$ cat config.mk
export PLATFORM = sky130hd
export DESIGN_NAME = sched_top
export DESIGN_NICKNAME = d
export VERILOG_FILES = /design/src/sched_bus_pkg.sv /design/src/sched_cmd_pkg.sv /design/src/sched_timebase.sv /design/src/cmd_fifo.sv /design/src/sched_decode.sv /design/src/sched_execute.sv /design/src/channel_bank.sv /design/src/sched_top.sv
export VERILOG_INCLUDE_DIRS = /design/src /design/src/include
export SDC_FILE = /design/constraint.sdc
export NUM_CORES = 1
export LEC_CHECK = 0
export BUFFER_PORTS_ARGS = -buffer_cell sky130_fd_sc_hd__buf_2
export CELL_PAD_IN_SITES_DETAIL_PLACEMENT = 1
export CELL_PAD_IN_SITES_GLOBAL_PLACEMENT = 1
export CORE_MARGIN = 1
export CORE_UTILIZATION = 44
export CTS_BUF_LIST = sky130_fd_sc_hd__clkbuf_8 sky130_fd_sc_hd__clkbuf_16
export DETAILED_ROUTE_END_ITERATION = 10
export MAX_ROUTING_LAYER = met4
export PLACE_DENSITY = 0.74
export SKIP_CTS_REPAIR_TIMING = 1
export SLEW_MARGIN = 20
export SYNTH_ARGS = -nofsm -noshare
export SYNTH_HDL_FRONTEND = slang
export SYNTH_SLANG_ARGS = --single-unit
$ cat constraint.sdc
create_clock -name clk -period 9.5 [get_ports clk]
set_input_delay 0.95 -clock clk [delete_from_list [all_inputs] [get_ports clk]]
set_output_delay 0.95 -clock clk [all_outputs]
set_load 0.02 [all_outputs]
$ cat src/include/sched_settings.svh
`ifndef SCHED_SETTINGS_SVH
`define SCHED_SETTINGS_SVH

// command FIFO size, in raw 80-bit words
`define SCHED_FIFO_DEPTH 8

// channel registers in the bank
`define SCHED_NUM_CHAN 4

// bus address of channel 0
// later channels follow on consecutive addresses
`define SCHED_CHAN_BASE 16'h0040

`endif

$ cat src/sched_bus_pkg.sv
package sched_bus_pkg;

	`include "sched_settings.svh"

	// at least one bit, even for a single channel
	localparam int CHAN_W = (`SCHED_NUM_CHAN > 1) ? $clog2(`SCHED_NUM_CHAN) : 1;

	typedef logic [CHAN_W-1:0] chan_idx_t;

	// one write on the internal bus, strobe plus payload
	typedef struct packed {
		logic en;          // single-cycle write strobe
		chan_idx_t chan;   // target register
		logic [31:0] data;
	} bus_wr_t;

endpackage

$ cat src/sched_cmd_pkg.sv
package sched_cmd_pkg;

	import sched_bus_pkg::chan_idx_t;

	// word as pushed by the host
	// time in the top bits, then data, then bus address
	typedef struct packed {
		logic [31:0] cmd_time;
		logic [31:0] data;
		logic [15:0] addr;
	} raw_cmd_t;

	// command after the address check
	typedef struct packed {
		logic [31:0] cmd_time;
		chan_idx_t chan;
		logic [31:0] data;
	} sched_cmd_t;

endpackage

$ cat src/sched_timebase.sv
`timescale 1ns/10ps

module sched_timebase (
	input  logic clk,
	input  logic rst,
	input  logic start,
	input  logic stop,
	output logic running,
	output logic [31:0] current_time
);

	// stop wins over start if both arrive together
	always_ff @(posedge clk or posedge rst) begin
		if (rst) begin
			running <= 1'b0;
			current_time <= '0;
		end else if (stop) begin
			running <= 1'b0;
			current_time <= '0;
		end else begin
			if (start)
				running <= 1'b1;
			if (running)
				current_time <= current_time + 32'd1; // wraps after 2^32 ticks
		end
	end

endmodule

$ cat src/cmd_fifo.sv
`timescale 1ns/10ps

`include "sched_settings.svh"

module cmd_fifo (
	input  logic clk,
	input  logic rst,
	input  logic in_valid,
	output logic in_ready,
	input  sched_cmd_pkg::raw_cmd_t in_data,
	output logic out_valid,
	input  logic out_ready,
	output sched_cmd_pkg::raw_cmd_t out_data
);

	import sched_cmd_pkg::*;

	localparam int DEPTH = `SCHED_FIFO_DEPTH;
	localparam int PTR_W = (DEPTH > 1) ? $clog2(DEPTH) : 1;
	localparam int CNT_W = $clog2(DEPTH + 1);

	raw_cmd_t mem [DEPTH];
	logic [PTR_W-1:0] wr_ptr;
	logic [PTR_W-1:0] rd_ptr;
	logic [CNT_W-1:0] count;
	logic push;
	logic pop;

	// wrap explicitly so a non power of two depth also works
	function automatic logic [PTR_W-1:0] next_ptr(input logic [PTR_W-1:0] p);
		if (p == PTR_W'(DEPTH - 1))
			return '0;
		return p + 1'b1;
	endfunction

	assign out_valid = (count != '0);
	// full, but a pop this cycle frees a slot
	assign in_ready = (count != CNT_W'(DEPTH)) || out_ready;
	assign push = in_valid && in_ready;
	assign pop = out_valid && out_ready;

	assign out_data = mem[rd_ptr]; // head entry, straight from storage

	always_ff @(posedge clk) begin
		if (push)
			mem[wr_ptr] <= in_data;
	end

	always_ff @(posedge clk or posedge rst) begin
		if (rst) begin
			wr_ptr <= '0;
			rd_ptr <= '0;
			count <= '0;
		end else begin
			if (push)
				wr_ptr <= next_ptr(wr_ptr);
			if (pop)
				rd_ptr <= next_ptr(rd_ptr);
			case ({push, pop})
				2'b10: count <= count + 1'b1;
				2'b01: count <= count - 1'b1;
				default: count <= count; // none, or push and pop together
			endcase
		end
	end

endmodule

$ cat src/sched_decode.sv
`timescale 1ns/10ps

`include "sched_settings.svh"

module sched_decode (
	input  logic clk,
	input  logic rst,
	input  logic raw_valid,
	output logic raw_ready,
	input  sched_cmd_pkg::raw_cmd_t raw,
	output logic cmd_valid,
	input  logic cmd_ready,
	output sched_cmd_pkg::sched_cmd_t cmd,
	output logic [15:0] bad_cmd_count
);

	import sched_bus_pkg::*;

	logic [15:0] offset;
	logic addr_ok;
	logic pop;
	chan_idx_t chan;

	// distance from channel 0, only meaningful when addr >= base
	assign offset = raw.addr - `SCHED_CHAN_BASE;
	assign addr_ok = (raw.addr >= `SCHED_CHAN_BASE) &&
		(offset < 16'(`SCHED_NUM_CHAN));
	assign chan = offset[CHAN_W-1:0];

	// slot empty, or its command leaves this cycle
	assign raw_ready = !cmd_valid || cmd_ready;
	assign pop = raw_valid && raw_ready;

	always_ff @(posedge clk or posedge rst) begin
		if (rst) begin
			cmd_valid <= 1'b0;
			bad_cmd_count <= '0;
		end else begin
			if (pop) begin
				cmd_valid <= addr_ok; // a bad word leaves the slot empty
				if (!addr_ok && bad_cmd_count != 16'hffff)
					bad_cmd_count <= bad_cmd_count + 16'd1;
			end else if (cmd_ready) begin
				cmd_valid <= 1'b0;
			end
		end
	end

	always_ff @(posedge clk) begin
		if (pop && addr_ok) begin
			cmd.cmd_time <= raw.cmd_time;
			cmd.chan <= chan;
			cmd.data <= raw.data;
		end
	end

endmodule

$ cat src/sched_execute.sv
`timescale 1ns/10ps

module sched_execute (
	input  logic clk,
	input  logic rst,
	input  logic running,
	input  logic [31:0] current_time,
	input  logic cmd_valid,
	output logic cmd_ready,
	input  sched_cmd_pkg::sched_cmd_t cmd,
	output sched_bus_pkg::bus_wr_t bus_wr
);

	import sched_cmd_pkg::*;

	sched_cmd_t held;
	logic held_valid;
	logic due;

	assign cmd_ready = !held_valid;

	// nothing fires until the timebase has been started
	assign due = held_valid && running && (current_time >= held.cmd_time);

	always_ff @(posedge clk or posedge rst) begin
		if (rst) begin
			held_valid <= 1'b0;
			bus_wr <= '0;
		end else begin
			bus_wr.en <= due; // one cycle, slot frees at the same edge
			if (due) begin
				bus_wr.chan <= held.chan;
				bus_wr.data <= held.data;
			end
			if (cmd_valid && cmd_ready)
				held_valid <= 1'b1;
			else if (due)
				held_valid <= 1'b0;
		end
	end

	always_ff @(posedge clk) begin
		if (cmd_valid && cmd_ready)
			held <= cmd;
	end

endmodule

$ cat src/channel_bank.sv
`timescale 1ns/10ps

`include "sched_settings.svh"

module channel_bank (
	input  logic clk,
	input  logic rst,
	input  sched_bus_pkg::bus_wr_t bus_wr,
	output logic [`SCHED_NUM_CHAN-1:0][31:0] chan_value,
	output logic [`SCHED_NUM_CHAN-1:0] chan_update
);

	import sched_bus_pkg::*;

	logic [`SCHED_NUM_CHAN-1:0] hit;

	// one-hot select of the written channel
	always_comb begin
		for (int i = 0; i < `SCHED_NUM_CHAN; i++)
			hit[i] = bus_wr.en && (bus_wr.chan == chan_idx_t'(i));
	end

	always_ff @(posedge clk or posedge rst) begin
		if (rst) begin
			chan_value <= '0;
			chan_update <= '0;
		end else begin
			chan_update <= hit; // high while the new value shows
			for (int i = 0; i < `SCHED_NUM_CHAN; i++) begin
				if (hit[i])
					chan_value[i] <= bus_wr.data;
			end
		end
	end

endmodule

$ cat src/sched_top.sv
`timescale 1ns/10ps

`include "sched_settings.svh"

module sched_top (
	input  logic clk,
	input  logic rst,

	// timebase control
	input  logic start,
	input  logic stop,

	// host command port
	input  logic cmd_valid,
	output logic cmd_ready,
	input  sched_cmd_pkg::raw_cmd_t cmd,

	output logic [31:0] current_time,
	output logic [`SCHED_NUM_CHAN-1:0][31:0] chan_value,
	output logic [`SCHED_NUM_CHAN-1:0] chan_update,
	output logic [15:0] bad_cmd_count
);

	import sched_bus_pkg::*;
	import sched_cmd_pkg::*;

	logic running;

	// fifo to decode
	logic fifo_valid;
	logic fifo_ready;
	raw_cmd_t fifo_data;

	// decode to execute
	logic dec_valid;
	logic dec_ready;
	sched_cmd_t dec_cmd;

	bus_wr_t bus_wr;

	sched_timebase u_timebase (
		.clk(clk),
		.rst(rst),
		.start(start),
		.stop(stop),
		.running(running),
		.current_time(current_time)
	);

	cmd_fifo u_fifo (
		.clk(clk),
		.rst(rst),
		.in_valid(cmd_valid),
		.in_ready(cmd_ready),
		.in_data(cmd),
		.out_valid(fifo_valid),
		.out_ready(fifo_ready),
		.out_data(fifo_data)
	);

	sched_decode u_decode (
		.clk(clk),
		.rst(rst),
		.raw_valid(fifo_valid),
		.raw_ready(fifo_ready),
		.raw(fifo_data),
		.cmd_valid(dec_valid),
		.cmd_ready(dec_ready),
		.cmd(dec_cmd),
		.bad_cmd_count(bad_cmd_count)
	);

	sched_execute u_execute (
		.clk(clk),
		.rst(rst),
		.running(running),
		.current_time(current_time),
		.cmd_valid(dec_valid),
		.cmd_ready(dec_ready),
		.cmd(dec_cmd),
		.bus_wr(bus_wr)
	);

	channel_bank u_bank (
		.clk(clk),
		.rst(rst),
		.bus_wr(bus_wr),
		.chan_value(chan_value),
		.chan_update(chan_update)
	);

endmodule

==> qor.txt <==
Combinational family with the most area after synthesis: multiplexers
Synthesized flop and latch total: 1,000
Worst EP arrival: 4350 ps
Simple-gate share of the synthesized area: 5.097%
Share of cells above drive strength 1: 31.46%
Setup Skew: 20.35 ps
Final net count: 2,418
Final cycle utilization of the critical path: 43.03%
Fillers: 7,772
Leak Pwr: 16.69 nW
First-pass GRT wire length: 129.0 mm
Peak supply drop: 0.0001394 V
Fin crit period: 4088 ps
Vias: 18.73k
Die width: 293.4 um
Pwr per Cell Area: 258.4 nW/um^2
Pins over their slew limit: 0
Max Buffers Root-to-Sink: 3
Cells along the critical path: nor4b_1 -> nand4_1 -> nand3_1 -> o21ai_0 -> a21oi_2 -> nand2_1 -> clkinv_2 -> buf_4
H-tree depth: 3
Post-DP Area: 40,100 um^2
Crit. End Element: flop
Comb pwr share: 16.4%
CP max FO: 66
I/O Pins: 266
Post-route cell area: 43,320 um^2
Cell Int Power: 8.302 mW
Yosys cell types: 51
Slowest stage delay, CP: 890 ps
FMAX: 244.6 MHz
Vias in the first global route: 20.53k
Full die area: 86,090 um^2
Max-Cap Viols: 0
Root Driver: clkbuf_16
Row count: 106
Final Hold Slack: 412.2 ps
Synth async-reset ratio: 22.80%
Fin Setup TNS: 0 ps
Sequential share of power: 50.1%
Cells after synthesis: 1,961
Net count after synthesis: 2,088
Critical Path RT: 9760 ps
R2R setup slack: 5410 ps
Vias per inst: 5.311
Wire per inst: 24.10 um
Adder-Cell Fraction of Synth Area: 1.427%
Core box area: 83,820 um^2
Hold depth: 0
Status: completed
Post-synth EDFFs: 772
Psw: 2.891 mW
Crit path setup slack, layout: 5412 ps
Initial antenna violation count: 19
Area delta synth->final: 15.94%
Compound-gate portion of the synthesized area: 0.8439%
Total power: 11.19 mW
DR DRC count: 0
PortBufs: 265
Dpl cells: 3,322
RSZ-0062 raised after global routing: no
CTS Sinks: 1,000
Total GRT Usage: 20.63%
First DRT Iteration DRCs: 1,287
Post-DRT Antenna Nets: 0
Gp weighted congestion: 0.8097
Worst slew pin tran: 1076 ps
CTS tree: done
Worst min path class: flop to flop
Setup slack after placement: 5479 ps
WL final: 84.99 mm
Sequential area share after synthesis: 77.31%
XOR/XNOR Fraction of Synth Area: 1.031%
Critical-path top delay cell: dfrtp_4
Yosys warnings: 0
Mux cell area share after synthesis: 12.99%
Synthesized area: 37,360 um^2
HPWL after detailed placement: 51.14 mm
Critical path class: flop to flop
Relative slew margins: 28.27%
Initial Util: 44.58%
Startpoint types: flop
Largest net degree at the start of global routing: 107
Final design utilization: 51.68%
Worst reg2reg path depth: 8
Final non-filler cell total: 3,526
Gr ovfl total: 0
Drt pass-1 iters: 5
Final hold vios: 0
Clock Latency Late Sink: 660 ps
Switching portion of total power: 25.83%
Die Y-Extent: 293.4 um
Dominant synthesized flop cell: edfxtp_1
Setup-failing EPs final: 0
Clock share of power: 33.5%
Worst-path clk slew: 60 ps
Num CTS Buffers: 100
Syn_area_per_cell: 19.05 um^2
## cells in the mapped netlist, types with 6 or more instances
library cell | instances | area share, %
nor2_1 | 46 | 0.46
xor2_1 | 34 | 0.80
nand3_1 | 23 | 0.31
inv_1 | 45 | 0.45
nor4b_1 | 16 | 0.38
or3_1 | 6 | 0.10
and3_1 | 9 | 0.15
ha_1 | 41 | 1.4
a21oi_1 | 16 | 0.21
mux2_2 | 162 | 4.9
clkbuf_1 | 37 | 0.37
xnor2_1 | 10 | 0.23
edfxtp_1 | 772 | 62
nor4_1 | 17 | 0.28
mux4_2 | 132 | 8.0
dfrtp_1 | 228 | 15
buf_2 | 20 | 0.27
nand4_1 | 18 | 0.30
nand2_1 | 236 | 2.4
o21ai_0 | 14 | 0.19
nor3_1 | 26 | 0.35
## worst max-delay path, delay by kind of cell (launching register included)
| kind | cells | cell delay [ps] |
|---|---|---|
| buffers and inverters | 2 | 860 |
| AO/OA/AOI/OAI | 2 | 960 |
| AND/OR/NAND/NOR | 4 | 870 |
| flip-flops | 1 | 890 |
## path summary, 6_finish.rpt
check                                                   end        startpoint
max in group asynchronous            u_bank.chan_value[120]               rst
min in group asynchronous       u_timebase.current_time[25]               rst
worst max register to register             u_decode.cmd[22]  u_fifo.rd_ptr[1]
worst min register to register            u_execute.held[8]   u_decode.cmd[8]
worst min-delay path                      u_execute.held[8]   u_decode.cmd[8]
worst max-delay path                       u_decode.cmd[22]  u_fifo.rd_ptr[1]
## metal layers
metal / global-route usage [%] / routed length [um]
met5: - / 0
met4: 5.996 / 1759
met3: 3.540 / 3668
met2: 34.45 / 43670
met1: 25.95 / 35890
## logic make-up after synthesis
family | after synthesis
and+or+nand+nor | 414
DFF | 1000
xor gates and xnor gates | 44
adders and majority gates | 42
muxes | 299
buffers and inverters | 113
AOI/OAI and AO/OA | 49
## state kept, by name, indices dropped and copies added (netlist names), 16 cells and up
signal	cells
u_bank.chan_value	128
u_decode.bad_cmd_count	16
u_decode.cmd	66
u_execute.bus_wr	35
u_execute.held	66
u_fifo.mem	640
u_timebase.current_time	32
## final cells by class
type	instances	area, um^2	share of cell area (%)
Clock buffer	106	2585	5.967
Inverter	46	181.4	0.4188
Tap cell	1134	1419	3.275
Antenna cell	14	35.03	0.08087
Multi-Input combinational cell	848	8064	18.61
Clock inverter	83	574.3	1.326
Sequential cell	1000	28900	66.71
Timing Repair Buffer	295	1564	3.610
## power by group through the flow
stage	registers, mW	clock network (mW)	logic (mW)
after floorplan	5.59	0	1.40
after detailed placement	5.70	0	1.86
final	5.61	3.75	1.84
after global placement	5.66	0	1.80
after CTS	5.62	3.84	1.88
after global routing	5.66	3.98	1.98
## cell usage in the layout (no fill, tap or decap), types with 14 or more instances in the layout
| master | instances |
|---|---|
| clkbuf_16 | 100 |
| a21oi_1 | 16 |
| nand2_1 | 236 |
| edfxtp_1 | 772 |
| dfrtp_1 | 225 |
| diode_2 | 14 |
| nand3_1 | 22 |
| o21ai_0 | 14 |
| nand4_1 | 18 |
| xor2_1 | 34 |
| nor4b_1 | 16 |
| mux2_2 | 162 |
| clkinv_2 | 16 |
| clkinv_1 | 21 |
| nor4_1 | 16 |
| ha_1 | 41 |
| nor2_1 | 43 |
| nor3_1 | 22 |
| buf_4 | 29 |
| inv_1 | 75 |
| buf_2 | 265 |
| mux4_2 | 132 |
(Power assumes the default switching activity.)
